$ cat src/lsu_pkg.sv
`default_nettype none

package lsu_pkg;

    localparam int NUM_THREADS = 4;                   // threads per warp.
    localparam int NUM_WARPS   = 4;
    localparam int NW_BITS     = $clog2(NUM_WARPS);
    localparam int TID_BITS    = $clog2(NUM_THREADS); // thread index width.

    typedef enum logic [2:0] {
        MEM_LW  = 3'd0,
        MEM_LBU = 3'd1,
        MEM_SW  = 3'd2,
        MEM_SB  = 3'd3
    } mem_op_e;

    // request as it arrives from the issue side.
    typedef struct packed {
        logic [NUM_THREADS-1:0]       mask;
        mem_op_e                      op;
        logic [4:0]                   rd;
        logic [NW_BITS-1:0]           warp_num;
        logic                         wb;
        logic [31:0]                  pc;
        logic [NUM_THREADS-1:0][31:0] base_addr;
        logic [NUM_THREADS-1:0][31:0] store_data;
        logic [31:0]                  offset;       // shared by all threads.
    } lsu_req_t;

    // queued request, addresses already formed.
    typedef struct packed {
        logic [NUM_THREADS-1:0]       mask;
        mem_op_e                      op;
        logic [4:0]                   rd;
        logic [NW_BITS-1:0]           warp_num;
        logic                         wb;
        logic [31:0]                  pc;
        logic [NUM_THREADS-1:0][31:0] addr;
        logic [NUM_THREADS-1:0][31:0] store_data;
    } mem_req_t;

    // one serviced thread.
    typedef struct packed {
        logic [TID_BITS-1:0] tid;
        logic                last;                 // final thread of the request.
        logic [31:0]         data;
        logic [4:0]          rd;
        logic [NW_BITS-1:0]  warp_num;
        logic                wb;
        logic [31:0]         pc;
        logic                is_load;
    } thread_rsp_t;

    typedef struct packed {
        logic [NUM_THREADS-1:0]       mask;
        logic [4:0]                   rd;
        logic [NW_BITS-1:0]           warp_num;
        logic [31:0]                  pc;
        logic [NUM_THREADS-1:0][31:0] data;         // zero in inactive lanes.
    } mem_wb_t;

endpackage

`default_nettype wire
$ cat src/lsu_req_queue.sv
`timescale 1ns/1ps
`default_nettype none

module lsu_req_queue #(
    parameter int QUEUE_DEPTH = 4
) (
    input  wire logic              clk,
    input  wire logic              rst,
    input  wire logic              push,
    input  wire lsu_pkg::mem_req_t push_data,
    output logic                   head_valid,
    output lsu_pkg::mem_req_t      head,
    input  wire logic              pop,
    output logic                   credit_return
);
    import lsu_pkg::*;

    localparam int PW = (QUEUE_DEPTH > 1) ? $clog2(QUEUE_DEPTH) : 1;
    localparam int CW = $clog2(QUEUE_DEPTH + 1);

    mem_req_t       entries [QUEUE_DEPTH];
    logic [PW-1:0]  rd_ptr;
    logic [PW-1:0]  wr_ptr;
    logic [CW-1:0]  count;

    assign head_valid = (count != '0);
    assign head       = entries[rd_ptr];

    always_ff @(posedge clk) begin
        if (push) begin
            entries[wr_ptr] <= push_data;
        end
    end

    always_ff @(posedge clk) begin
        if (rst) begin
            rd_ptr        <= '0;
            wr_ptr        <= '0;
            count         <= '0;
            credit_return <= 1'b0;
        end else begin
            if (push) begin
                wr_ptr <= (wr_ptr == PW'(QUEUE_DEPTH - 1)) ? '0 : wr_ptr + 1'b1;
            end
            if (pop) begin
                rd_ptr <= (rd_ptr == PW'(QUEUE_DEPTH - 1)) ? '0 : rd_ptr + 1'b1;
            end
            count         <= count + CW'(push) - CW'(pop);
            credit_return <= pop;                   // one credit per pop, a cycle later.
        end
    end

    a_no_overflow: assert property (
        @(posedge clk) disable iff (rst) push |-> count != CW'(QUEUE_DEPTH)
    ) else $error("lsu_req_queue: push while full");

    a_no_underflow: assert property (
        @(posedge clk) disable iff (rst) pop |-> count != '0
    ) else $error("lsu_req_queue: pop while empty");

endmodule

`default_nettype wire

$ cat config.mk
export PLATFORM = sky130hd
export DESIGN_NAME = lsu_req_queue
export DESIGN_NICKNAME = d
export VERILOG_FILES = /design/src/lsu_pkg.sv /design/src/lsu_req_queue.sv
export SDC_FILE = /design/constraint.sdc
export NUM_CORES = 1
export LEC_CHECK = 0
export ABC_AREA = 1
export BUFFER_PORTS_ARGS = -buffer_cell sky130_fd_sc_hd__buf_2
export CORE_ASPECT_RATIO = 0.75
export CORE_MARGIN = 2
export CORE_UTILIZATION = 45
export DETAILED_ROUTE_END_ITERATION = 8
export GPL_TIMING_DRIVEN = 0
export PLACE_DENSITY = 0.67
export RECOVER_POWER = 25
export SYNTH_ARGS = -nofsm -noshare
export SYNTH_HDL_FRONTEND = slang
export SYNTH_SLANG_ARGS = --single-unit
$ cat constraint.sdc
create_clock -name clk -period 8.05 [get_ports clk]
set_input_delay 1.2075 -clock clk [delete_from_list [all_inputs] [get_ports clk]]
set_output_delay 1.2075 -clock clk [all_outputs]
set_load 0.005 [all_outputs]
* Word level (Yosys, flattened, before mapping)
Memory sizes are Yosys's and may differ from the RTL's. A register that Yosys moved wholly into a read port is not among the register bits.
Cells that the tools add are included.
W data, S select, Z words.
** Word-level totals
- Register bits after elaboration :: 8
- Memory bits (writable) :: 1212
- Bits of input ports :: 307
- Logic and storage cells :: 18
- Memories kept :: 1
** Cells by class
- Add/sub/neg operators :: 4
- Eq/ne operators :: 2
- Muxes and demuxes :: 6
- Reduce and logical (&&, ||, !) cells :: 1
** Memory list
- entries :: words 4, width 303, read ports 1, clocked after memory_dff 1, write ports 1, line lsu_req_queue.sv:21 : mem_req_t entries [QUEUE_DEPTH];
** Operator list (number)
- $mux W2 :: 4
- $add A2 B1 Y2 const B :: 2
- $eq A2 B2 Y1 const B :: 2
- $add A3 B1 Y3 :: 1
- $reduce_bool A3 Y1 :: 1
- $sub A3 B1 Y3 :: 1
- $mux W1 :: 2

* Depth between registers and ports, before layout
- Depth in word-level cells :: 4
- Gate-level depth with buffers :: 9

* Least setup slack after synthesis
Ideal clock, no wire load.
- Kind :: input port to flip-flop
- From :: input push
- To :: memory entries[3][0] (netlist name), enable pin
- Setup time :: 0.653 ns
- Arrival time :: 7.053 ns
- Data required time :: 7.397 ns
- Slack :: 0.344 ns
- Stages :: 2
- Cells stage by stage :: nand2_1 inv_1
** On the way
- Cells in the longest elaborated chain, start to end :: 2
** RTL lines
- from (decl) :: line lsu_req_queue.sv:9 : input wire logic push,
- $mux W1 :: line lsu_req_queue.sv:30 : if (push) begin
- $mux W1 (not written as such) :: line lsu_req_queue.sv:31 : entries[wr_ptr] <= push_data;
- to (decl) :: line lsu_req_queue.sv:21
Every way passes these cells.

==> results by group <==
Status
  • Status: finished clean

Clock tree
  • Number of H-tree levels: 3
  • CTS clock-pin slew for the worst setup and hold paths: 0.06 ns
  • CTS Hold Bufs: 0
  • Post-CTS Setup Repair Bufs: 0
  • Root Driver: clkbuf_16
  • CTS tree: yes
  • Number of CTS-inserted buffers: 115
  • Clock sinks: 1,222
  • CTS max path bufs: 3
  • Clk_lat worst skew: 0.71 ns
  • Post-CTS resize count: 0

Routing
  • DRC errors left: 0
  • Vias/cell: 5.067
  • WL per Instance: 20.80 um
  • Vias: 29,806
  • Routed Wire Length: 122.4 mm
  • Iter 0 DRT Violations: 2,267
  • Antenna-violating nets left: 0
  • DR pass1 iterations: 5

Logic synthesis
  • Area fraction in compound gates after synthesis: 12.59%
  • Register area share after synthesis: 75.05%
  • Mux contribution to synthesized area: 0%
  • Simple-gate portion of the synthesized area: 4.832%
  • Syn_area_per_cell: 13.56 sq um
  • Synth cell types: 17
  • Ys Warns: 0
  • Main combinational cell family by area after synthesis: compound AO/OA/AOI/OAI gates
  • Cells after Synth: 3,595
  • Synth Area in Adders: 0.2207%
  • Syn nets: 3,910
  • XOR/XNOR Fraction of Synth Area: 0%
  • Register bit count reported by yosys: 1,222
  • Synth Cell Area: 48,760 sq um

Timing
  • Layout Skew: 0.04101 ns
  • RSZ-0062 raised after global routing: no
  • Endpoints failing setup: 0
  • Worst rel slew slack: 46.88%
  • Worst-Margin Slew: 0.7968 ns
  • Period utilisation layout: 48.09%
  • Final Hold Viols: 0
  • Highest Clock Rate: 258.3 MHz
  • Pins over their slew limit: 0
  • Min cycle time layout: 3.871 ns

Critical path
  • Crit Path Class: reg2out
  • Data required time at the worst endpoint: 6.84 ns
  • CP Launch Type: flip-flop
  • Max Fanout on Critical Path: 10
  • Crit path arrival time: 2.66 ns
  • Crit path capture type: primary output
  • Reg2Reg Setup Slack: 5.49 ns

Power and ir drop
  • Flop pwr share: 52.0%
  • Switching Fraction: 24.11%
  • Combinational share of power: 10.5%
  • LEAKAGE: 22.01 nW
  • Overall power: 0.01414 W
  • Clock group share of total power: 37.5%
  • Worst VDD drop: 0.2258 mV
  • Power density of the placed cells: 245.9 nW/um^2
  • Power Internal: 0.01073 W
  • P_sw: 0.003408 W

Global routing
  • Vias in the first global route: 28,453
  • Largest net degree at the start of global routing: 107
  • GRT Total Usage: 21.31%
  • First-pass GRT wire length: 177.3 mm
  • Initial antenna violation count: 32
  • Total gr overflow: 0

Placement
  • Dpl hpwl: 78.73 mm
  • Port buffer count: 611
  • Routability Congestion: 0.7903
  • Dpl cells: 5,649

Die
  • Die Height: 289.1 um
  • CORE AREA: 107,400 sq um
  • IO Pins: 612
  • Die Wd: 384.1 um
  • Starting Density: 45.42%
  • Num rows: 104
  • Die area: 111,000 sq um

Finish
  • Seq. cell area: 36,600 sq um
  • Util after Layout: 53.56%
  • Layout cells sized above 1: 20.83%
  • Non-Filler Instances: 5,882
  • Filler Cell Count: 8,977
  • Net count, final: 4,650
  • Multi-input logic area: 8602 sq um
  • Layout area overhead: 17.91%

Job
  • Max cap viols: 0

Worst hold path
  • Hold WC Path Type: reg2reg
==> state kept, by name, indices dropped and copies added (netlist names), named ones only <==
| name | cells |
|---|---|
| count | 3 |
| credit_return | 1 |
| entries | 1212 |
| rd_ptr | 2 |
| wr_ptr | 2 |
==> Yosys cell counts (all sizes together) <==
master     n  share of area (%)
nand2    615                4.7
o21ai    306                3.1
inv      621                4.8
dfxtp     10               0.41
o211ai   303                6.3
nor2      10              0.077
buf      168                2.3
clkbuf    34               0.26
a21oi    306                3.1
edfxtp  1212                 75
ha         7               0.18
fa         1              0.041
nand3      2              0.021
==> kinds of logic after synthesis <==
logic type / count (synthesis)
AO/OA/AOI/OAI: 915
AND/OR/NAND/NOR: 627
buffers and inverters: 823
adder cells (fa/ha/maj): 8
flip-flops: 1222
==> critical path: stages (launching register included) <==
cell and delay (ns):
dfxtp_1 0.31, buf_4 0.16, buf_2 0.41, clkbuf_1 0.55, o21ai_0 0.20, nand2_1 0.10, buf_2 0.23
==> metrics by stage <==
step	setup WS, ns	cell area [sq um]	hold slack [ns]	setup TNS [ns]
after floorplan	0.3445	48760	0.4678	0
after global placement	-4.825	53610	0.4971	-5659.54
after detailed placement	4.655	53970	0.5150	0
after CTS	3.986	57690	0.5323	0
after global routing	3.920	57480	0.5606	0
final	4.179	57500	0.5295	0
==> worst paths after layout <==
path | cells past startpoint | startpoint | end
max | 6 | flip-flop | head[254]
min | 2 | rd_ptr[0]$_SDFFE_PP0P_ | rd_ptr[0]$_SDFFE_PP0P_
max reg2reg | 5 | wr_ptr[0]$_SDFFE_PP0P_ | entries[3][35]$_DFFE_PP_
min reg2reg | 2 | rd_ptr[0]$_SDFFE_PP0P_ | rd_ptr[0]$_SDFFE_PP0P_
==> placed cells by master, fill, tap and decap left out, types with 38 or more instances in the layout <==
cell type / count
clkbuf_1: 240
clkbuf_16: 116
buf_6: 38
nand2_1: 615
edfxtp_1: 1212
o21ai_0: 306
o211ai_2: 160
o211ai_1: 143
inv_1: 617
buf_2: 526
a21oi_1: 306
==> power by group through the flow <==
stage,Clock (W),Combinational (W),Sequential [W]
floorplan,0,0.000736,0.00755
global placement,0,0.00147,0.00763
detailed placement,0,0.00151,0.00749
CTS,0.00540,0.00152,0.00735
global route,0.00563,0.00163,0.00737
finish,0.00530,0.00148,0.00735
==> final cells by class <==
type | instances | area share, %
buffer | 202 | 2.146
inverter | 621 | 4.106
tap | 1431 | 3.114
clock buffer | 136 | 5.179
clock inverter | 82 | 1.290
timing repair buffer | 623 | 5.488
sequential | 1222 | 63.65
antenna | 15 | 0.06529
multi-input combinational | 1550 | 14.96
==> layer usage <==
metal  global-route usage, %  wire [um]  share of wire (%)
met1                   29.15      51320                 42
met2                   34.13      58120                 47
met3                   5.249       9751                8.0
met4                   5.882       2979                2.4
met5                       0        189               0.15
Note: power is estimated with default switching activity, not from simulation.
