`src/lsu_pkg.sv`:
```
`default_nettype none

package lsu_pkg;

    localparam int NUM_THREADS = 4;                   // threads per warp.
    localparam int NUM_WARPS   = 4;
    localparam int NW_BITS     = $clog2(NUM_WARPS);
    localparam int TID_BITS    = $clog2(NUM_THREADS); // thread index width.

    typedef enum logic [2:0] {
        MEM_LW  = 3'd0,
        MEM_LBU = 3'd1,
        MEM_SW  = 3'd2,
        MEM_SB  = 3'd3
    } mem_op_e;

    // request as it arrives from the issue side.
    typedef struct packed {
        logic [NUM_THREADS-1:0]       mask;
        mem_op_e                      op;
        logic [4:0]                   rd;
        logic [NW_BITS-1:0]           warp_num;
        logic                         wb;
        logic [31:0]                  pc;
        logic [NUM_THREADS-1:0][31:0] base_addr;
        logic [NUM_THREADS-1:0][31:0] store_data;
        logic [31:0]                  offset;       // shared by all threads.
    } lsu_req_t;

    // queued request, addresses already formed.
    typedef struct packed {
        logic [NUM_THREADS-1:0]       mask;
        mem_op_e                      op;
        logic [4:0]                   rd;
        logic [NW_BITS-1:0]           warp_num;
        logic                         wb;
        logic [31:0]                  pc;
        logic [NUM_THREADS-1:0][31:0] addr;
        logic [NUM_THREADS-1:0][31:0] store_data;
    } mem_req_t;

    // one serviced thread.
    typedef struct packed {
        logic [TID_BITS-1:0] tid;
        logic                last;                 // final thread of the request.
        logic [31:0]         data;
        logic [4:0]          rd;
        logic [NW_BITS-1:0]  warp_num;
        logic                wb;
        logic [31:0]         pc;
        logic                is_load;
    } thread_rsp_t;

    typedef struct packed {
        logic [NUM_THREADS-1:0]       mask;
        logic [4:0]                   rd;
        logic [NW_BITS-1:0]           warp_num;
        logic [31:0]                  pc;
        logic [NUM_THREADS-1:0][31:0] data;         // zero in inactive lanes.
    } mem_wb_t;

endpackage

`default_nettype wire
```
`src/lsu_writeback.sv`:
```
`timescale 1ns/1ps
`default_nettype none

module lsu_writeback (
    input  wire logic                 clk,
    input  wire logic                 rst,
    input  wire logic                 rsp_valid,
    input  wire lsu_pkg::thread_rsp_t rsp,
    output logic                      rsp_ready,
    input  wire logic                 no_slot_mem,
    output logic                      wb_valid,
    output lsu_pkg::mem_wb_t          wb
);
    import lsu_pkg::*;

    logic [NUM_THREADS-1:0]       acc_mask;
    logic [NUM_THREADS-1:0][31:0] acc_data;
    logic [NUM_THREADS-1:0]       next_mask;
    logic [NUM_THREADS-1:0][31:0] next_data;
    logic                         take;

    assign rsp_ready = !wb_valid;   // hold the scratchpad while a writeback waits.
    assign take      = rsp_valid && rsp_ready;

    always_comb begin
        next_mask = acc_mask;
        if (rsp.is_load) begin
            next_mask[rsp.tid] = 1'b1;
        end
        for (int t = 0; t < NUM_THREADS; t++) begin
            next_data[t] = acc_mask[t] ? acc_data[t] : '0;
        end
        next_data[rsp.tid] = rsp.data;
    end

    always_ff @(posedge clk) begin
        if (take) begin
            acc_data <= next_data;
        end
        if (take && rsp.last) begin
            wb.mask     <= next_mask;
            wb.rd       <= rsp.rd;
            wb.warp_num <= rsp.warp_num;
            wb.pc       <= rsp.pc;
            wb.data     <= next_data;
        end
    end

    always_ff @(posedge clk) begin
        if (rst) begin
            acc_mask <= '0;
            wb_valid <= 1'b0;
        end else begin
            if (take) begin
                acc_mask <= rsp.last ? '0 : next_mask; // stores just clear on last.
            end
            if (take && rsp.last && rsp.is_load && rsp.wb) begin
                wb_valid <= 1'b1;
            end else if (wb_valid && !no_slot_mem) begin
                wb_valid <= 1'b0;
            end
        end
    end

    a_wb_hold: assert property (
        @(posedge clk) disable iff (rst)
        wb_valid && no_slot_mem |=> wb_valid && $stable(wb)
    ) else $error("lsu_writeback: writeback changed under stall");

endmodule

`default_nettype wire

```
`config.mk`:
```
export PLATFORM = sky130hd
export DESIGN_NAME = lsu_writeback
export DESIGN_NICKNAME = d
export VERILOG_FILES = /design/src/lsu_pkg.sv /design/src/lsu_writeback.sv
export SDC_FILE = /design/constraint.sdc
export NUM_CORES = 1
export LEC_CHECK = 0
export BUFFER_PORTS_ARGS = -buffer_cell sky130_fd_sc_hd__buf_2
export CAP_MARGIN = 20
export CORE_AREA = 10 10 168 170
export CTS_CLUSTER_SIZE = 40
export DETAILED_ROUTE_END_ITERATION = 10
export DIE_AREA = 0 0 178 180
export PLACE_DENSITY = 0.68
export REMOVE_ABC_BUFFERS = 1
export SKIP_LAST_GASP = 1
export SLEW_MARGIN = 20
export SYNTH_ARGS = -nofsm -noshare
export SYNTH_HDL_FRONTEND = slang
export SYNTH_SLANG_ARGS = --single-unit
```
`constraint.sdc`:
```
create_clock -name clk -period 13.9 [get_ports clk]
set_input_delay 2.085 -clock clk [delete_from_list [all_inputs] [get_ports clk]]
set_output_delay 2.085 -clock clk [all_outputs]
set_load 0.01 [all_outputs]
```
After elaboration in Yosys (flattened, before gate mapping)
Index checks and enable logic that the tools add are counted.

word-level totals
  bits in registers = 304
  input bits = 80
  output and inout port bits = 173
  logic and storage cells = 39

cells by class
  $lt $le $gt $ge = 2
  multiplexer cells = 13
  bitwise operators = 1
  reductions and logical operators = 9

operators by type and width
  cell                                                         number
  2-to-1 mux 32 bit                                            5
  bitwise mux 128 bit                                          1
  demux 32 bit (select 2 bit)                                  1
  2-to-1 mux 4 bit                                             2
  logical AND 1 bit                                            6
  OR 4 bit                                                     1
  less-than comparator 2 x 3 -> 1 bit (second input constant)  1
  2-to-1 mux 1 bit                                             3
  demux 1 bit (select 2 bit)                                   1
  >= comparator 2 x 1 -> 1 bit (second input constant)         1
  zero test 1 bit                                              2
  nonzero test 2 bit                                           1

Logic depth before layout (Yosys ltp)
Gate-level depths: netlist of the first run.

  depth after elaboration = 7
  mapped depth = 5
  gate-level depth less buffers = 3

Least setup slack after synthesis of the first run
OpenSTA, ideal clock, no wires.

  kind = input-to-reg
  start = input rsp_valid
  end = register wb[0] (netlist name), enable pin
  setup time = 0.548 ns
  arrival time = 10.037 ns
  required time = 13.352 ns
  path slack = 3.314 ns
  stages = 3
  path buffers = 1
  path through = nor2b_1 clkbuf_1 and2_1

on the way
  word-level cells in the longest chain between the ends = 2

ends and longest elaborated chain
  element            line                 text
  start, declared    lsu_writeback.sv:7   input wire logic rsp_valid,
  logical AND 1 bit  lsu_writeback.sv:23  assign take = rsp_valid && rsp_ready;
  net take           lsu_writeback.sv:20  logic take;
  logical AND 1 bit  lsu_writeback.sv:40  if (take && rsp.last) begin
  end, declared      lsu_writeback.sv:12  output lsu_pkg::mem_wb_t wb

The timed path passes the listed nets, and every way through them passes these cells.
A chain may end at the register's enable or synchronous reset.

Final worst setup path of the first run
  start = input rsp_valid
  end = register acc_mask[0]

on the way
  word-level cells in the longest chain between the ends = 1

ends and longest elaborated chain
  element               line                 text
  logical AND 1 bit     lsu_writeback.sv:23
  end signal, assigned  lsu_writeback.sv:55  acc_mask <= rsp.last ? '0 : next_mask;
  end, declared         lsu_writeback.sv:16  logic [NUM_THREADS-1:0] acc_mask;

No other way between the ends.

==> flow_summary.yaml, run 1 <==
worst_setup_path:
  crit_fanout: 73
  arrival_ns: 4.26
  critPathSlowestCell: "buf_4"
  critPathMaxStageDelay_ns: 0.86
  ff2ff_path_depth: 5
  path_cells: "buf_2 > nor2b_4 > buf_4 > buf_4 > a21o_1 > nor2_1"
  crit_type: "in -> reg"
  crit_path_frequent_cell: "buf_4"
  worstPathRequired_ns: 14.33
  start_kind: "input port"
  endpoint_kind: "flop"
detailed_routing:
  vias: 6812
  vias_per_cell: 5.013
  wl_met2_mm: 12.53
  wirelength_met1_mm: 11.26
  met3_length_mm: 2.676
  wl_per_cell_um: 19.75
  ant_nets: 0
  dr.pass1.iters: 5
  drtIter0Drc: 559
  routed_wl_mm: 26.84
  top_layer_used: "met4"
  drc: 0
timing:
  finalHoldViolCount: 0
  period_needed_ns: 3.837
  rsz0062_at_grt: "no"
  tightest_slew_ns: 0.9715
  relSlewSlack: 0.3523
  worst_clock_skew_ns: 0.01189
  finalMaxSlewViolations: 0
  post-route-period-util: 0.2760
  clock.fmax_mhz: 260.6
  fin_setup_tns_ns: 0
  finalSetupViolCount: 0
clock_network:
  post_cts_resized: 0
  cts_setup_buffers: 0
  cts_buffers: 31
  cts_tree: "done"
  postCtsHoldBufs: 0
  clk_pin_slew_ns: 0.06
  cts_sinks: 304
  htree_levels: 1
  clk_latency_ns: 0.54
  cts_buffer_depth: 3
  root_buffer: "clkbuf_16"
synthesis:
  ys_warn_count: 0
  ys_seq_area_frac: 0.8213
  synth_cell_type_count: 19
  synth_area_per_cell_um2: 14.58
  synth-seq-cells: 304
  syn_area_um2: 11050
  synthCells: 758
floorplanning:
  num_rows: 58
  die_w_um: 178
  num_io_pins: 253
  coreArea_um2: 24890
  dieArea_um2: 32040
  die_y_um: 180
  start_util: 0.4441
finish:
  syn2layout_area_growth_pct: 23.00
  nFillCells: 2089
  register_area_um2: 9084
  nets: 1085
  utilization: 0.5462
  n_antenna_cell: 0
  multi_input_area_um2: 1764
  drive_gt1_frac: 0.3022
job:
  max-cap-violations: 0
global_route:
  track_usage: 0.1597
  grt_pass1_wl_mm: 40.83
  antenna_found_initial: 0
  grt-ovfl-total: 0
  grt_pass1_vias: 6929
  grt_max_degree: 74
placement:
  dp_hpwl_mm: 16.95
  gp_congestion: 0.7660
  io_buffer_count: 252
power:
  vdd_drop_max_uv: 117.4
  p_per_area_nw_per_um2: 148.1
  leakage_nw: 5.041
  finalPower_mw: 2.014
min_path:
  worstHoldPathCells: 2
  worstHoldPathType: "reg -> reg"
run_status:
  status: "finished, final reports clean"
-- sequential cells by signal, indices dropped and copies added (netlist names) --
register,cells
wb,171
acc_data,128
acc_mask,4
wb_valid,1
-- power by group --
group,total (mW),internal (mW),switching [mW]
sequential,1.08,1.06,0.0166
combinational,0.108,0.0326,0.0757
clock,0.826,0.498,0.327
total,2.01,1.59,0.420
-- routing by layer --
metal,up-vias,GRT usage
li1,3216,-
met1,3260,0.2133
met2,303,0.2560
met3,33,0.04359
met4,0,0.03336
met5,-,0
-- cells in the mapped netlist (all sizes together) --
cell type,n,area [µm²]
dfxtp,5,100.1
and2,2,12.51
inv,1,3.750
buf,25,153.9
a21oi,1,5.000
a21o,5,37.54
nor2,5,18.77
a31oi,4,25.02
clkbuf,21,78.83
nand2,258,968.4
o21ai,128,640.6
and4,1,8.760
edfxtp,299,8979
and2b,1,7.510
nor2b,2,15.02
-- kinds of logic after synthesis --
kind of cell | share of synthesized area
AO/OA/AOI/OAI | 0.06406
buffers and inverters | 0.02139
flip-flops | 0.8213
AND/OR/NAND/NOR | 0.09327
-- worst max-delay path, delay by kind of cell --
| family | cells | cell delay, ns |
|---|---|---|
| buf+inv | 3 | 1.56 |
| compound gates | 1 | 0.28 |
| simple gates | 2 | 0.20 |
-- area by class of cell --
type	instances	area share
Sequential cell	304	0.6681
Multi-Input combinational cell	407	0.1298
Timing Repair Buffer	260	0.09718
Clock buffer	38	0.05899
Tap cell	330	0.03037
Clock inverter	19	0.01537
Inverter	1	0.0002761
-- path summary, 6_finish.rpt --
path | end | slack [ns] | from
worst max-delay path | acc_mask[0] | 10.06 | rsp_valid
worst min-delay path | wb_valid | 0.54 | wb_valid
worst max register to register | acc_mask[0] | 11.33 | wb_valid
worst min register to register | wb_valid | 0.54 | wb_valid
-- cells in the final DEF, fill, tap and decap left out, drive strengths merged --
cell type	count
buf	260
and4	1
clkbuf	38
o21ai	128
a21oi	1
and2b	1
edfxtp	299
a21o	5
dfxtp	5
nor2	5
and2	2
inv	1
clkinv	14
bufinv	5
nor2b	2
nand2	258
a31oi	4
-- stage by stage --
stage	area, µm²	instances	setup slack (ns)	hold slack, ns
floorplan	10820	712	1.172	0.4938
global placement	12590	1302	9.506	0.5294
detailed placement	12590	1302	9.491	0.5347
CTS	13600	1359	10.06	0.5428
global route	13600	1359	9.900	0.5665
finish	13600	1359	10.06	0.5414
No activity file was read; power rests on OpenSTA's default activity.
==> run 2, diff against run 1 <==
--- a/config.mk
+++ b/config.mk
@@ -11,7 +11,7 @@
 export CTS_CLUSTER_SIZE = 40
 export DETAILED_ROUTE_END_ITERATION = 10
 export DIE_AREA = 0 0 178 180
-export PLACE_DENSITY = 0.68
+export PLACE_DENSITY = 0.71
 export REMOVE_ABC_BUFFERS = 1
 export SKIP_LAST_GASP = 1
 export SLEW_MARGIN = 20
==> constraint.sdc (replaced) <==
create_clock -name clk -period 3.4 [get_ports clk]
set_input_delay 0.51 -clock clk [delete_from_list [all_inputs] [get_ports clk]]
set_output_delay 0.51 -clock clk [all_outputs]
set_load 0.01 [all_outputs]
==> run 2 against run 1 <==
  * Routed wire length rose by 0.43%
  * Power rose to 4.0 times the previous value
  * Combinational power rose to 4.3 times the previous value
  * First-iteration DRC count decreased by 12%
  * Core utilization grew 0.15 points
  * Clock skew fell by 0.00098 ns
  * Sequential cell count did not move
  * Critical path type is now reg -> reg
  * Largest power group unchanged
  * Highest routed layer unchanged
==> flow_summary.yaml, run 2 (same netlist as run 1, synthesis figures left out) <==
detailed_routing:
  vias_per_cell: 5.038
  dr.pass1.iters: 5
  routed_wl_mm: 26.95
  drtIter0Drc: 493
  vias: 6857
  wl_per_cell_um: 19.80
  ant_nets: 0
  drc: 0
finish:
  largest-register: "wb"
  reg_top3: "wb: 171 flops, acc_data: 128 flops, acc_mask: 4 flops"
  largest_register_ffs: 171
  nFillCells: 2030
  nets: 1087
  drive_gt1_frac: 0.3049
  utilization: 0.5477
  final_cell_mix: "edfxtp_1 (299), nand2_1 (258), buf_2 (252)"
  syn2layout_area_growth_pct: 23.33
  layout.cells.most_common: "edfxtp_1"
clock_network:
  cts_buffers: 30
  htree_levels: 1
  cts_sinks: 304
  clk_pin_slew_ns: 0.06
  postCtsHoldBufs: 0
  cts_tree: "done"
  root_buffer: "clkbuf_16"
  cts_buffer_depth: 3
  clk_latency_ns: 0.53
  cts_setup_buffers: 0
  post_cts_resized: 0
min_path:
  worstHoldPathType: "in -> reg"
floorplanning:
  num_rows: 58
  die_y_um: 180
  start_util: 0.4441
  dieArea_um2: 32040
  num_io_pins: 253
  die_w_um: 178
  coreArea_um2: 24890
timing:
  finalSetupViolCount: 0
  post-route-period-util: 0.5227
  relSlewSlack: 0.3312
  clock.fmax_mhz: 562.6
  worst_clock_skew_ns: 0.01091
  finalHoldViolCount: 0
  fin_setup_tns_ns: 0
  finalMaxSlewViolations: 0
  tightest_slew_ns: 1.003
  rsz0062_at_grt: "no"
  period_needed_ns: 1.777
power:
  p_per_area_nw_per_um2: 591.9
  leakage_nw: 5.049
  vdd_drop_max_uv: 539.1
placement:
  io_buffer_count: 252
  gp_congestion: 0.8099
  dp_hpwl_mm: 17.07
global_route:
  grt_max_degree: 134
  grt-ovfl-total: 0
  track_usage: 0.1607
  antenna_found_initial: 1
  grt_pass1_wl_mm: 40.64
  grt_pass1_vias: 6924
worst_setup_path:
  critPathSlowestCell: "and2_4"
  arrival_ns: 1.99
  crit_fanout: 52
  worstPathRequired_ns: 3.61
  path_cells: "nor2b_4 > and2_4 > buf_12"
  critPathMaxStageDelay_ns: 0.55
  start_kind: "flop"
  endpoint_kind: "flop"
  crit_type: "reg -> reg"
run_status:
  status: "finished, final reports clean"
job:
  max-cap-violations: 0
run 2: changes by cell type in the layout (fill, tap and decap cells not counted), sizes merged:
cell and change:
clkinvlp +1, diode +1, bufinv -2, clkbuf -1, buf +3
run 2: worst max-delay path, delay by kind of cell, from the launching register on:
kind	cells	cell delay [ns]
flops	1	0.35
simple gates	2	0.70
buf+inv	1	0.35
run 2: final timing paths:
| check | depth (start not counted) | end | startpoint | slack, ns |
|---|---|---|---|---|
| worst min register to register | 2 | wb_valid | wb_valid | 0.52 |
| worst max register to register | 3 | wb[152] | wb_valid | 1.62 |
| worst max-delay path | 3 | wb[152] | wb_valid | 1.62 |
| worst min-delay path | 2 | wb_valid | rst | 0.14 |
run 2: layout make-up:
class,count,area (µm²),area share
Antenna cell,1,2.502,0.0001836
Clock buffer,37,798.3,0.05855
Clock inverter,18,161.4,0.01184
Inverter,1,3.754,0.0002753
Multi-Input combinational cell,407,1764,0.1294
Sequential cell,304,9084,0.6663
Tap cell,330,412.9,0.03029
Timing Repair Buffer,263,1406,0.1032
run 2: per-layer routing:
metal	routed length, µm	vias up	part of all wire	track usage
met2	12590	292	0.47	0.2537
met1	11150	3315	0.41	0.2083
met5	0	-	0	0
met4	348	0	0.013	0.03569
li1	-	3218	-	-
met3	2862	32	0.11	0.05742
run 2: stage by stage:
stage               area [µm²]  setup slack [ns]  power, mW  hold slack, ns  instances
global route             13630             1.511      8.346          0.1192       1361
floorplan                10820            -7.753      4.706          0.4938        712
finish                   13630             1.623      8.069          0.1427       1361
CTS                      13630             1.572      8.160          0.1123       1360
detailed placement       12670             1.164      4.957          0.5202       1305
global placement         12670             1.234      4.941          0.5038       1305
run 2: report_power, final:
| group | switching, mW | internal (mW) | total, mW |
|---|---|---|---|
| Sequential | 0.0667 | 4.34 | 4.41 |
| Combinational | 0.314 | 0.144 | 0.459 |
| Clock | 1.32 | 1.88 | 3.20 |
==> run 3, diff against run 2 <==
==> constraint.sdc (replaced) <==
create_clock -name clk -period 1.6 [get_ports clk]
set_input_delay 0.24 -clock clk [delete_from_list [all_inputs] [get_ports clk]]
set_output_delay 0.24 -clock clk [all_outputs]
set_load 0.01 [all_outputs]
==> run 3 against run 2 <==
  * Core utilization grew 2.8 points
  * Critical path depth grew 1
  * Highest routed layer unchanged
  * Setup slack lost 1.5 ns
==> flow_summary.yaml, run 3 (same netlist as run 1, synthesis figures left out) <==
clock_network:
  root_buffer: "clkbuf_16"
  clk_latency_ns: 0.54
  cts_tree: "done"
  post_cts_resized: 0
  cts_setup_buffers: 0
  cts_sinks: 304
  htree_levels: 1
  cts_buffer_depth: 3
  clk_pin_slew_ns: 0.06
  cts_buffers: 30
finish:
  nets: 1145
  largest_register_ffs: 171
  reg_top3: "wb: 171 flops, acc_data: 128 flops, acc_mask: 4 flops"
  syn2layout_area_growth_pct: 29.58
  final_cell_mix: "edfxtp_1 (299), nand2_1 (258), buf_2 (252)"
  largest-register: "wb"
  layout.cells.most_common: "edfxtp_1"
  drive_gt1_frac: 0.3012
  final_area_um2: 14320
floorplanning:
  die_w_um: 178
  coreArea_um2: 24890
  dieArea_um2: 32040
  start_util: 0.4441
  num_rows: 58
  num_io_pins: 253
  die_y_um: 180
min_path:
  hold_end: "wb[85]"
  worstHoldPathCells: 3
  worstHoldPathType: "in -> reg"
  hold_path_startpoint: "rsp[62]"
job:
  max-cap-violations: 0
global_route:
  grt_max_degree: 67
  grt-ovfl-total: 0
  track_usage: 0.1675
  grt_pass1_vias: 7365
  grt_pass1_wl_mm: 42.78
  antenna_found_initial: 1
worst_setup_path:
  crit_fanout: 25
  timing.critical_path.max_delay_family: "simple AND/OR/NAND/NOR gates"
  r2r-end: "wb[147]"
  reg2reg_slack_ns: 0.15
  crit_type: "reg -> reg"
  arrival_ns: 1.70
  cp_num_buf_inv: 2
  start_kind: "flop"
  ff2ff_path_depth: 4
  critPathSlowestCell: "dfxtp_1"
  worstPathRequired_ns: 1.85
  critPathMaxStageDelay_ns: 0.36
  crit-reg2reg-launch: "wb_valid"
  path_cells: "nor2b_4 > and2_4 > buf_12 > buf_4"
  endpoint_kind: "flop"
timing:
  finalMaxSlewViolations: 0
  tightest_slew_ns: 0.4311
  rsz0062_at_grt: "no"
  finalSetupViolCount: 0
  clock.fmax_mhz: 688.0
  fin_setup_tns_ns: 0
  relSlewSlack: 0.7096
  post-route-period-util: 0.9085
  finalHoldViolCount: 0
  worst_clock_skew_ns: 0.01020
  period_needed_ns: 1.454
run_status:
  status: "finished, final reports clean"
detailed_routing:
  dr.pass1.iters: 5
  wl_per_cell_um: 19.53
  vias_per_cell: 4.987
  drtIter0Drc: 498
  drc: 0
  routed_wl_mm: 27.73
  vias: 7082
  ant_nets: 0
power:
  leakage_nw: 5.352
  p_per_area_nw_per_um2: 1222
  vdd_drop_max_uv: 808.0
  finalPower_mw: 17.51
placement:
  io_buffer_count: 252
  placed_area_um2: 12920
  dp_hpwl_mm: 17.73
  gp_congestion: 0.7965
-- run 3: changes by cell type in the layout (fill, tap and decap cells not counted), sizes merged --
| cell | before | now |
|---|---|---|
| clkbuf | 37 | 40 |
| inv | 1 | 2 |
| bufinv | 3 | 4 |
| dlygate4sd3 | 0 | 41 |
| clkinv | 14 | 10 |
| buf | 263 | 280 |
-- run 3: worst max path at each step --
stage	to	start	cells past startpoint
after floorplan	wb[0]	wb_valid	2
after global placement	acc_data[81]	rsp_valid	4
after detailed placement	acc_data[11]	rsp_valid	4
after CTS	acc_data[46]	wb_valid	3
after global routing	acc_data[113]	wb_valid	3
final	wb[147]	wb_valid	4
-- run 3: per-layer routing --
| metal | vias up | wire length (µm) | global-route usage |
|---|---|---|---|
| met3 | 38 | 2695 | 0.04547 |
| met1 | 3414 | 11390 | 0.2159 |
| met2 | 294 | 13210 | 0.2758 |
| li1 | 3336 | - | - |
| met4 | 0 | 431 | 0.03869 |
| met5 | - | 0 | 0 |
-- run 3: through the flow --
step	hold WS, ns	worst slack [ns]	utilization	cells
2_1_floorplan	0.3091	-9.504	-	712
3_3_place_gp	0.4173	0.1764	0.5192	1322
3_5_place_dp	0.4188	0.1506	0.5192	1322
4_1_cts	0.04368	0.1569	0.5753	1419
5_1_grt	0.07150	0.09386	0.5755	1420
6_report	0.07184	0.1464	0.5755	1420
-- run 3: area by class of cell --
class / instances / area (µm²)
Tap cell: 330 / 412.9
Clock buffer: 40 / 809.5
Timing Repair Buffer: 321 / 2069
Sequential cell: 304 / 9084
Clock inverter: 16 / 177.7
Inverter: 1 / 3.754
Fill cell: 1932 / 10570
Multi-Input combinational cell: 407 / 1764
Antenna cell: 1 / 2.502
-- run 3: tightest hold or removal path, stage by stage --
cell	delay, ns
buf_2	0.11
nand2_1	0.05
o21ai_0	0.09
-- run 3: repair_timing --
item,in CTS,in global routing
hold buffers,41,0
endpoints found under the hold margin,40,0
endpoints found under the setup margin,0,0
-- run 3: where the power goes --
| group | internal (mW) | switching, mW |
|---|---|---|
| Clock | 4.19 | 2.83 |
| Combinational | 0.426 | 0.723 |
| Sequential | 9.23 | 0.119 |
| Total | 13.8 | 3.67 |
