<file path="src/lsu_pkg.sv">
`default_nettype none

package lsu_pkg;

    localparam int NUM_THREADS = 4;                   // threads per warp.
    localparam int NUM_WARPS   = 4;
    localparam int NW_BITS     = $clog2(NUM_WARPS);
    localparam int TID_BITS    = $clog2(NUM_THREADS); // thread index width.

    typedef enum logic [2:0] {
        MEM_LW  = 3'd0,
        MEM_LBU = 3'd1,
        MEM_SW  = 3'd2,
        MEM_SB  = 3'd3
    } mem_op_e;

    // request as it arrives from the issue side.
    typedef struct packed {
        logic [NUM_THREADS-1:0]       mask;
        mem_op_e                      op;
        logic [4:0]                   rd;
        logic [NW_BITS-1:0]           warp_num;
        logic                         wb;
        logic [31:0]                  pc;
        logic [NUM_THREADS-1:0][31:0] base_addr;
        logic [NUM_THREADS-1:0][31:0] store_data;
        logic [31:0]                  offset;       // shared by all threads.
    } lsu_req_t;

    // queued request, addresses already formed.
    typedef struct packed {
        logic [NUM_THREADS-1:0]       mask;
        mem_op_e                      op;
        logic [4:0]                   rd;
        logic [NW_BITS-1:0]           warp_num;
        logic                         wb;
        logic [31:0]                  pc;
        logic [NUM_THREADS-1:0][31:0] addr;
        logic [NUM_THREADS-1:0][31:0] store_data;
    } mem_req_t;

    // one serviced thread.
    typedef struct packed {
        logic [TID_BITS-1:0] tid;
        logic                last;                 // final thread of the request.
        logic [31:0]         data;
        logic [4:0]          rd;
        logic [NW_BITS-1:0]  warp_num;
        logic                wb;
        logic [31:0]         pc;
        logic                is_load;
    } thread_rsp_t;

    typedef struct packed {
        logic [NUM_THREADS-1:0]       mask;
        logic [4:0]                   rd;
        logic [NW_BITS-1:0]           warp_num;
        logic [31:0]                  pc;
        logic [NUM_THREADS-1:0][31:0] data;         // zero in inactive lanes.
    } mem_wb_t;

endpackage

`default_nettype wire
</file>
<file path="src/lsu_issue.sv">
`timescale 1ns/1ps
`default_nettype none

module lsu_issue #(
    parameter int QUEUE_DEPTH = 4
) (
    input  wire logic              clk,
    input  wire logic              rst,
    input  wire lsu_pkg::lsu_req_t req,
    input  wire logic              req_valid,
    output logic                   req_ready,
    output logic                   push,
    output lsu_pkg::mem_req_t      push_data,
    input  wire logic              credit_return
);
    import lsu_pkg::*;

    localparam int CW = $clog2(QUEUE_DEPTH + 1);

    mem_req_t        req_d;
    mem_req_t        req_q;
    logic            req_q_valid;
    logic [CW-1:0]   credits;
    logic            take;

    // per-thread address generation.
    always_comb begin
        req_d.mask       = req.mask;
        req_d.op         = req.op;
        req_d.rd         = req.rd;
        req_d.warp_num   = req.warp_num;
        req_d.wb         = req.wb;
        req_d.pc         = req.pc;
        req_d.store_data = req.store_data;
        for (int t = 0; t < NUM_THREADS; t++) begin
            req_d.addr[t] = req.base_addr[t] + req.offset;
        end
    end

    assign push      = req_q_valid && (credits != '0); // only with a credit in hand.
    assign req_ready = !req_q_valid || push;
    assign take      = req_valid && req_ready;
    assign push_data = req_q;

    always_ff @(posedge clk) begin
        if (rst) begin
            req_q_valid <= 1'b0;
        end else if (take) begin
            req_q_valid <= |req.mask;                // empty mask is dropped here.
        end else if (push) begin
            req_q_valid <= 1'b0;
        end
    end

    always_ff @(posedge clk) begin
        if (take) begin
            req_q <= req_d;
        end
    end

    always_ff @(posedge clk) begin
        if (rst) begin
            credits <= CW'(QUEUE_DEPTH);
        end else begin
            credits <= credits + CW'(credit_return) - CW'(push);
        end
    end

    // queue must never hand back more credits than it has slots.
    a_credit_bound: assert property (
        @(posedge clk) disable iff (rst) credits <= CW'(QUEUE_DEPTH)
    ) else $error("lsu_issue: credit count above queue depth");

endmodule

`default_nettype wire

</file>
<file path="config.mk">
export PLATFORM = sky130hd
export DESIGN_NAME = lsu_issue
export DESIGN_NICKNAME = d
export VERILOG_FILES = /design/src/lsu_pkg.sv /design/src/lsu_issue.sv
export SDC_FILE = /design/constraint.sdc
export NUM_CORES = 1
export LEC_CHECK = 0
export BUFFER_PORTS_ARGS = -buffer_cell sky130_fd_sc_hd__buf_2
export CAP_MARGIN = 20
export CORE_AREA = 2 2 247 249
export DETAILED_ROUTE_END_ITERATION = 8
export DIE_AREA = 0 0 249 251
export GPL_TIMING_DRIVEN = 0
export HOLD_SLACK_MARGIN = 0.1
export PLACE_DENSITY_LB_ADDON = 0.05
export REMOVE_ABC_BUFFERS = 1
export SLEW_MARGIN = 20
export SYNTH_ARGS = -nofsm -noshare
export SYNTH_HDL_FRONTEND = slang
export SYNTH_SLANG_ARGS = --single-unit
</file>
<file path="constraint.sdc">
create_clock -name clk -period 20.6 [get_ports clk]
set_input_delay 3.09 -clock clk [delete_from_list [all_inputs] [get_ports clk]]
set_output_delay 3.09 -clock clk [all_outputs]
set_load 0.005 [all_outputs]
</file>
# ---- Word-level counts from Yosys, hierarchy flattened
# Cells that the tools add are included.
# Widths: inputs -> output; s select.
dict set report word_totals {
  regBits 307
  latchBits 0
  mem_bits_rw 0
  rom_bits 0
  inputBits 339
  out_inout_bits 305
  wordCells 31
  memories 0
}
dict set report classes {
  addsub 6
  mul 0
  n_div 0
  order_cmp 0
  eq_ne 0
  shifts 0
  muxes 2
  bitwise 0
  reduce_logical 7
}
# operator count
set ops {}
lappend ops {{$add 32x32->32} 4}
lappend ops {{$reduce_or 4->1} 1}
lappend ops {{$add 3x1->3} 1}
lappend ops {{$reduce_bool 3->1} 1}
lappend ops {{$sub 3x1->3} 1}
lappend ops {{$logic_and 1x1->1} 2}
lappend ops {{$mux 1} 2}
lappend ops {{$reduce_bool 2->1} 1}
lappend ops {{$logic_not 1->1} 1}
lappend ops {{$logic_or 1x1->1} 1}

# ---- Longest topological paths before layout
# Gate-level depths: netlist (run 1).
dict set report depth {
  depth_word 5
  mapped_depth 11
  depth_no_buf 11
}

# ---- Worst setup path after synthesis (run 1)
# No wires, ideal clock.
dict set report synth_path {
  path_type {input port to flip-flop}
  start {input req_valid}
  end {register req_q (netlist bit push_data[0]) (enable)}
  setup_ps 704
  arrival_ps 9923
  required_ps 19896
  path_slack_ps 9973
  path_stages 1
  path_buffers 0
  cell_sequence {and2_1}
}
dict set report synth_via {
  elab_chain_len 1
}
# element line
set synth_rtl {}
lappend synth_rtl {{from (decl)} lsu_issue.sv:10} ;# input wire logic req_valid,
lappend synth_rtl {{$logic_and 1x1->1} lsu_issue.sv:42} ;# assign take = req_valid && req_ready;
lappend synth_rtl {{to (signal assigned)} lsu_issue.sv:57} ;# req_q <= req_d;
lappend synth_rtl {{to (decl)} lsu_issue.sv:21} ;# mem_req_t req_q;
# No other way between the ends.
# A chain may end at the register's enable or synchronous reset.

==> results.toml, run 1 <==
[run_status]
outcome = "complete, no violations"

[cts]
ctsHoldBuffers = 0
cts_tree = "yes"
clk_pin_slew_ns = 0.06
cts_resized = 0
cts.htree.levels = 2
cts-root-buf = "clkbuf_16"
cts_inserted_buffers = 41
clk_latency_ns = 0.56
clock-sinks = 307
cts_max_path_buffers = 3
post_cts_buffers = 0

[timing]
setup_viol = 0
fin_ws_ns = 14.64
whs_ns = 0.5422
setup_tns_ns = 0
fmax_ghz = 0.1679
drv_slew = 0
fin_crit_ns = 5.957
hold_viol = 0
worst_slew_pin_slew_ns = 0.8237
finClkSkew_ns = 0.01417
min_period_over_period_pct = 28.92
rsz0062_at_grt = "no"
relSlewSlack_pct = 44.58

[placed_design]
dpl_worst_slack_ns = 14.16
dp.cells = 2598
place_congestion = 0.8460
hpwl_microns = 51100
io_buffer_count = 643

[die]
dieArea_sq_um = 62500
fp.dieH_microns = 251
rows = 90
start_util_pct = 25.84
die_x_microns = 249
io_pins = 644
core_area_sq_um = 59790

[setup_path]
ff2ff_path_depth = 5
required_ns = 20.92
crit_type = "primary input to flip-flop"
start_kind = "primary input"
r2r_slack_ns = 18.36
cp_max_fo = 4
worstPathArrival_ns = 6.27
end_kind = "flip-flop"

[final_layout]
layout_common_cells = "643 x buf_2, 303 x edfxtp_1, 126 x ha_1, 97 x a21oi_1, 71 x xnor2_1"
final_common_cell = "buf_2"
stdcell_count = 2677
syn2layout_area_growth_pct = 36.28
drive_above_1_share_pct = 38.77
layout.nets = 2329

[global_routing]
antenna_found_initial = 30
grt_pass1_wl_microns = 86150
grtUsageTotal_pct = 18.91
overflow = 0
grt_max_degree = 55
grt_pass1_vias = 12617

[synth]
netlist_area_sq_um = 15450
synthArstFlopShare_pct = 0
ys_types = 75
ys.flop_type = "edfxtp_1"
ys_seq_area_share_pct = 59.42
synth_edf_count = 303
synthCells = 1172
yosys_warnings = 0
synth.avg_cell_area_sq_um = 13.18
ys_ff_latch = 307

[drt]
via_per_inst = 4.649
drt_wl_total_microns = 61070
ant_nets = 0
drc_errors = 0
dr_total_vias = 12446
wl_per_cell_microns = 22.81
drt_iter0_drc = 664
drt_pass1_iterations = 5

[min_path]
hold_class = "flip-flop to flip-flop"
holdPathStages = 2

[power_and_ir_drop]
p_leak_nw = 9.203
peakVddDrop_mv = 0.05511
fin_total_pwr_w = 0.001861
p_per_area_nw_per_um2 = 88.39

[job]
drv_cap = 0
worst paths after layout:
kind                                 start                       end
hold / removal    req_q_valid$_SDFFE_PP0P_  req_q_valid$_SDFFE_PP0P_
setup / recovery                    req[0]  push_data[156]$_DFFE_PP_
hold reg to reg   req_q_valid$_SDFFE_PP0P_  req_q_valid$_SDFFE_PP0P_
setup reg to reg     credits[1]$_SDFF_PP0_  push_data[254]$_DFFE_PP_
area by class of cell:
type,count,area [sq um]
flip-flops and latches,307,9179
fillers,6116,38740
clock buffers,51,1064
repair buffers,649,3368
inverters,36,135.1
clock inverters,21,202.7
multi-input cells,824,6108
well taps,782,978.4
diodes,7,17.52
registers in the layout (all words and copies together), names as in the netlist:
name and flops:
push_data 303, credits 3, req_q_valid 1
critical path, stage by stage:
cell and delay (ns):
buf_2 0.15, ha_1 0.24, fa_1 0.41, a21oi_1 0.24, o22ai_1 0.18, o311ai_1 0.45, a21oi_1 0.19, nor2_1 0.20
o21ai_1 0.17, a21boi_1 0.30, o21ai_0 0.20, a311oi_1 0.45
synth_stat cells (3+ instances only):
cell	n	area share [%]
o31a_1	4	0.23
a41oi_1	4	0.23
a31oi_1	10	0.40
a211o_1	3	0.17
xor2_1	39	2.2
o21ai_2	3	0.17
o21a_1	9	0.44
and3_2	3	0.15
xnor2_1	71	4.0
a211oi_1	10	0.49
dfxtp_1	4	0.52
and2_1	8	0.32
o31ai_1	4	0.19
a311oi_1	5	0.28
a21oi_1	97	3.1
nand4_1	11	0.45
ha_1	126	10
o21ai_1	6	0.19
nand3_1	27	0.87
o21bai_1	16	0.78
nor2b_1	11	0.45
edfxtp_1	303	59
clkbuf_1	4	0.097
and3_1	9	0.36
a21boi_0	4	0.19
o211ai_1	9	0.44
nand2_1	59	1.4
nand2b_1	12	0.49
o21ai_0	57	1.8
a211oi_2	4	0.32
inv_1	36	0.87
a31o_2	4	0.23
a21o_1	60	2.9
nor3_1	20	0.65
fa_1	5	0.65
nor2_1	67	1.6
where the power goes:
part,switching (W),total (W),leakage (nW),internal [W]
registers,0.0000189,0.000798,2.99,0.000779
clock network,0.000286,0.000680,0.612,0.000394
logic,0.000219,0.000384,5.60,0.000164
total,0.000524,0.00186,9.20,0.00134
through the flow:
stage / area, sq um / utilization (%)
after floorplan: 15420 / -
after global placement: 19620 / 32.81
after detailed placement: 19770 / 33.06
after CTS: 21040 / 35.18
after global routing: 21040 / 35.19
final: 21050 / 35.21
routing by layer:
metal	vias up	wire [microns]	global-route usage, %
li1	5932	-	-
met1	5978	23860	21.03
met2	423	31850	35.25
met3	103	4009	5.653
met4	10	1279	4.398
met5	-	69	0
cell families (layout without fill, tap and decap cells):
family / count (synthesis) / count (layout) / share of synthesized area [%]
other cells: 0 / 7 / 0
xor+xnor: 110 / 110 / 6.236
mux: 1 / 1 / 0.06480
compound gates: 341 / 341 / 14.88
simple gates: 241 / 241 / 7.492
buf+inv: 41 / 757 / 1.061
flops: 307 / 307 / 59.42
fa+ha+maj: 131 / 131 / 10.85
Note: power is estimated with default switching activity, not from simulation.
==> run 2: changes to the inputs <==
--- a/config.mk
+++ b/config.mk
@@ -5,11 +5,12 @@
 export SDC_FILE = /design/constraint.sdc
 export NUM_CORES = 1
 export LEC_CHECK = 0
+export ABC_AREA = 1
 export BUFFER_PORTS_ARGS = -buffer_cell sky130_fd_sc_hd__buf_2
 export CAP_MARGIN = 20
-export CORE_AREA = 2 2 247 249
+export CORE_AREA = 2 2 248 250
 export DETAILED_ROUTE_END_ITERATION = 8
-export DIE_AREA = 0 0 249 251
+export DIE_AREA = 0 0 250 252
 export GPL_TIMING_DRIVEN = 0
 export HOLD_SLACK_MARGIN = 0.1
 export PLACE_DENSITY_LB_ADDON = 0.05
==> constraint.sdc (replaced) <==
create_clock -name clk -period 5.93 [get_ports clk]
set_input_delay 0.8895 -clock clk [delete_from_list [all_inputs] [get_ports clk]]
set_output_delay 0.8895 -clock clk [all_outputs]
set_load 0.005 [all_outputs]
==> run 2 against run 1 <==
  * Utilization is 5.2 points higher
  * Via count is 37% higher
  * Clock skew is 0.0029 ns lower
  * Highest routed layer unchanged
  * Register-to-register slack worse by 15 ns
  * Die area is 0.80% higher
  * Non-clock buffer count is 3 lower
  * Cell count is 42% higher
  * Sequential share of layout area is 5.8 points lower
  * Critical path depth is 6 lower
  * Sequential power grew to 3.5 times the previous value
  * Flip-flop and latch count stayed put
  * Worst setup slack worse by 11 ns
==> results.toml, run 2 <==
[die]
fp.dieH_microns = 252
start_util_pct = 30.98
die_x_microns = 250
dieArea_sq_um = 63000
core_area_sq_um = 60130
rows = 90
io_pins = 644

[placed_design]
dpl_worst_slack_ns = 2.960
hpwl_microns = 63530
io_buffer_count = 643
place_congestion = 0.9597
dp.cells = 3721

[setup_path]
crit_type = "flip-flop to flip-flop"
crit_top_cell = "buf_16"
crit_buf_inv = 4
start_kind = "flip-flop"
cp_slowest_cell = "buf_16"
crit_chain = "inv_1 -> nand4_1 -> nand2_1 -> inv_8 -> buf_16 -> buf_16"
end_kind = "flip-flop"
cp_max_fo = 103
required_ns = 6.13
worstPathArrival_ns = 2.65
cpPeakStageDelay_ns = 0.44
crit_family = "buffers and inverters"

[job]
drv_cap = 0

[timing]
drv_slew = 0
finClkSkew_ns = 0.01123
fin_ws_ns = 3.482
setup_viol = 0
min_period_over_period_pct = 41.28
hold_viol = 0
relSlewSlack_pct = 61.45
rsz0062_at_grt = "no"
worst_slew_pin_slew_ns = 0.5782
fmax_ghz = 0.4085
fin_crit_ns = 2.448
whs_ns = 0.4876

[cts]
clk_pin_slew_ns = 0.06
cts_max_path_buffers = 3
clock-sinks = 307
cts-root-buf = "clkbuf_16"
post_cts_buffers = 0
cts_resized = 0
cts_inserted_buffers = 41
cts_tree = "yes"
ctsHoldBuffers = 0
cts.htree.levels = 2
clk_latency_ns = 0.57

[global_routing]
grt_pass1_vias = 16710
overflow = 0
grt_pass1_wl_microns = 109100
grtUsageTotal_pct = 23.82
grt_max_degree = 104
antenna_found_initial = 33

[min_path]
hold_class = "primary input to flip-flop"

[synth]
ys.flop_type = "edfxtp_1"
synthArstFlopShare_pct = 0
ys_ff_latch = 307
synth.avg_cell_area_sq_um = 8.120
synthTopCellsByCount = "910 x nand2_1, 457 x inv_1, 303 x edfxtp_1"
yosysMostFrequentCell = "nand2_1"
yosys_warnings = 0
synth_area_leader_cell = "edfxtp_1"
synth_top_area_share_pct = 48.85
synth_edf_count = 303
ys_seq_area_share_pct = 49.28
synth_area_leaders = "edfxtp_1 49%, nand2_1 18%, inv_1 9.2%"
ys_types = 23
synthCells = 2294
netlist_area_sq_um = 18630

[final_layout]
stdcell_count = 3801
fin_util_pct = 40.41
layout.nets = 3452
syn2layout_area_growth_pct = 30.47
drive_above_1_share_pct = 24.85
layout_common_cells = "910 x nand2_1, 643 x buf_2, 456 x inv_1, 303 x edfxtp_1, 155 x nor2_1"
final_common_cell = "nand2_1"
largest_reg_flops = 303

[drt]
drt_wl_total_microns = 76880
ant_nets = 0
drt_pass1_iterations = 5
drt_iter0_drc = 832
wl_per_cell_microns = 20.23
dr_total_vias = 17068
drc_errors = 0
via_per_inst = 4.490

[run_status]
outcome = "complete, no violations"

[power_and_ir_drop]
fin_total_pwr_w = 0.006878
p_leak_nw = 13.18
p_per_area_nw_per_um2 = 283.0
peakVddDrop_mv = 0.1809
-- run 2: cell types whose count changed in the layout (fill, tap and decap cells not counted), sizes merged, moves of 18 or more --
cell | previous run | this run
o21ai | 66 | 0
xnor2 | 71 | 5
a21o | 61 | 4
xor2 | 39 | 61
inv | 37 | 460
nor2 | 67 | 158
a21oi | 99 | 81
nand2 | 59 | 937
nand3 | 27 | 104
-- run 2: path summary, 6_finish.rpt --
path | slack, ns | to | from | depth (start not counted)
max reg2reg | 3.48 | push_data[93]$_DFFE_PP_ | credits[1]$_SDFF_PP0_ | 6
min reg2reg | 0.57 | req_q_valid$_SDFFE_PP0P_ | req_q_valid$_SDFFE_PP0P_ | 2
max | 3.48 | push_data[93]$_DFFE_PP_ | credits[1]$_SDFF_PP0_ | 6
min | 0.49 | push_data[50]$_DFFE_PP_ | req[82] | 1
-- run 2: cell families after synthesis --
group                    Yosys count  synth area share (%)
XOR/XNOR                          66                 3.103
flip-flops                       307                 49.28
AND/OR/NAND/NOR                 1237                 26.65
buffers and inverters            458                 9.230
AO/OA/AOI/OAI                     95                 2.741
adder cells (fa/ha/maj)          131                 9.001
-- run 2: area by class of cell --
cell class,count,area (sq um)
Fill cell,6272,35830
Sequential cell,307,9179
Multi-Input combinational cell,1529,7729
Timing Repair Buffer,646,3301
Inverter,457,1723
Clock buffer,51,1085
Tap cell,782,978.4
Clock inverter,24,295.3
Antenna cell,5,12.51
-- run 2: routing by layer --
metal	vias to the layer above	track usage, %	share of wire [%]
met3	128	5.096	6.0
met4	12	5.543	2.6
li1	8601	-	-
met2	523	43.69	50
met1	7804	28.37	41
met5	-	0	0.091
-- run 2: report_power, final --
part	leakage (nW)	switching [W]	internal [W]
sequential	3.00	0.0000700	0.00269
clock	0.659	0.00102	0.00153
combinational	9.53	0.00100	0.000559
-- run 2: per-stage QoR --
step	TNS, ns	cell area [sq um]
global route	0	24290
global placement	-1377.35	22820
floorplan	-457.23	18620
finish	0	24300
CTS	0	24290
detailed placement	0	22910
==> run 3: changes to the inputs <==
==> constraint.sdc (replaced) <==
create_clock -name clk -period 2.5 [get_ports clk]
set_input_delay 0.375 -clock clk [delete_from_list [all_inputs] [get_ports clk]]
set_output_delay 0.375 -clock clk [all_outputs]
set_load 0.005 [all_outputs]
==> run 3 against run 2 <==
  * Total power rose by 140%
  * Fmax rose by 7.2%
  * Sequential power rose by 140%
  * Clock skew barely moved
  * Clock power rose by 140%
  * Via count rose by 3.9%
  * Non-clock buffer count rose by 180
  * First-iteration DRC count fell by 0.84%
  * Routed wire length rose by 1.8%
==> results.toml, run 3 (synthesis gave the netlist of run 2 again) <==
[setup_path]
end_kind = "flip-flop"
ff2ff_path_depth = 6
start_kind = "flip-flop"
crit_family = "buffers and inverters"
r2r_end = "push_data[93]$_DFFE_PP_"
required_ns = 2.70
worstPathArrival_ns = 2.48
cp_slowest_cell = "buf_16"
crit_buf_inv = 4
cpPeakStageDelay_ns = 0.40
crit_top_cell = "buf_16"
crit_chain = "inv_1 -> nand4_1 -> nand2_1 -> inv_8 -> buf_16 -> buf_16"
cp_max_fo = 101
r2r_slack_ns = 0.22
r2r_start = "credits[1]$_SDFF_PP0_"
crit_type = "flip-flop to flip-flop"

[cts]
clk_pin_slew_ns = 0.06
cts_inserted_buffers = 41
cts.htree.levels = 2
cts-root-buf = "clkbuf_16"
clk_latency_ns = 0.57
cts_max_path_buffers = 3
post_cts_buffers = 0
cts_tree = "yes"
clock-sinks = 307

[timing]
min_period_over_period_pct = 91.33
relSlewSlack_pct = 61.98
finClkSkew_ns = 0.01152
worst_slew_pin_slew_ns = 0.5703
fmax_ghz = 0.4380
fin_crit_ns = 2.283
hold_viol = 0
whs_ns = 0.1395
setup_viol = 0
setup_tns_ns = 0
fin_ws_ns = 0.2168
rsz0062_at_grt = "no"
drv_slew = 0

[die]
die_x_microns = 250
start_util_pct = 30.98
fp.dieH_microns = 252
rows = 90
io_pins = 644
dieArea_sq_um = 63000
core_area_sq_um = 60130

[final_layout]
fin_util_pct = 43.44
layout_common_cells = "910 x nand2_1, 643 x buf_2, 456 x inv_1, 303 x edfxtp_1, 179 x dlygate4sd3_1"
stdcell_area_sq_um = 26120
layout.nets = 3632
final_common_cell = "nand2_1"
largest_reg_flops = 303
syn2layout_area_growth_pct = 40.22
drive_above_1_share_pct = 23.54

[drt]
routed-wl-met3_microns = 4065
drc_errors = 0
dr_wl_met2_microns = 39570
via_per_inst = 4.455
ant_nets = 0
dr_total_vias = 17728
wl_met1_microns = 32800
top_layer = "met5"
drt_wl_total_microns = 78290
wl_per_cell_microns = 19.68
drt_iter0_drc = 825
drt_pass1_iterations = 5

[power_and_ir_drop]
p_per_area_nw_per_um2 = 634.8
p_leak_nw = 13.94
peakVddDrop_mv = 0.4334

[placed_design]
hpwl_microns = 63530
postPlaceCellArea_sq_um = 22910
dpl_worst_slack_ns = 0.04404
io_buffer_count = 643
place_congestion = 0.9597

[global_routing]
grtUsageTotal_pct = 24.19
overflow = 0
grt_pass1_vias = 17543
antenna_found_initial = 17
grt_pass1_wl_microns = 111500
grt_max_degree = 104

[run_status]
outcome = "complete, no violations"

[min_path]
hold_class = "primary input to flip-flop"
hold_end = "push_data[192]$_DFFE_PP_"
holdPathStages = 2
hp-start = "req[224]"

[job]
drv_cap = 0
[run 3: cell types whose count changed in the layout (fill, tap and decap cells not counted)]
cell           before  now
fa_1                5    3
dlygate4sd3_1       0  179
fa_2                0    2
clkbuf_16          42   43
diode_2             5    3
[run 3: layout make-up]
class	count	area (sq um)
antenna	3	7.507
inverter	457	1723
clock inverter	24	295.3
multi-input combinational	1529	7734
fill	6117	34010
timing repair buffer	826	5117
tap	782	978.4
clock buffer	51	1085
sequential	307	9179
[run 3: routing by layer]
| metal | track usage, % | vias to the layer above |
|---|---|---|
| met5 | 0 | - |
| li1 | - | 8963 |
| met3 | 4.581 | 95 |
| met4 | 6.039 | 10 |
| met1 | 29.15 | 8146 |
| met2 | 44.23 | 514 |
[run 3: through the flow]
stage,instances,total power (W)
6_report,3979,0.01658
3_3_place_gp,3718,0.01050
5_1_grt,3978,0.01743
4_1_cts,3975,0.01679
3_5_place_dp,3721,0.01039
2_1_floorplan,2293,0.008680
[run 3: how the worst max path moves through the flow]
| stage | from | to | slack, ns | depth (start not counted) |
|---|---|---|---|---|
| finish | credits[1]$_SDFF_PP0_ | push_data[93]$_DFFE_PP_ | 0.22 | 6 |
| global route | credits[1]$_SDFF_PP0_ | push_data[284]$_DFFE_PP_ | 0.07 | 6 |
| CTS | credits[1]$_SDFF_PP0_ | push_data[284]$_DFFE_PP_ | 0.05 | 6 |
| detailed placement | req[0] | push_data[188]$_DFFE_PP_ | 0.04 | 13 |
| global placement | credits[1]$_SDFF_PP0_ | push_data[48]$_DFFE_PP_ | -7.62 | 4 |
| floorplan | credits[1]$_SDFF_PP0_ | push_data[0]$_DFFE_PP_ | -4.59 | 4 |
[run 3: report_power, final]
group	internal, W	switching, W
combinational	0.00152	0.00244
clock	0.00364	0.00243
sequential	0.00639	0.000167
total	0.0115	0.00504
[run 3: timing repair]
action | 4_1_cts | 5_1_grt
setup endpoints to repair | 0 | 105
hold endpoints to repair | 181 | 0
hold buffers | 179 | 0
gates resized for setup | 0 | 2
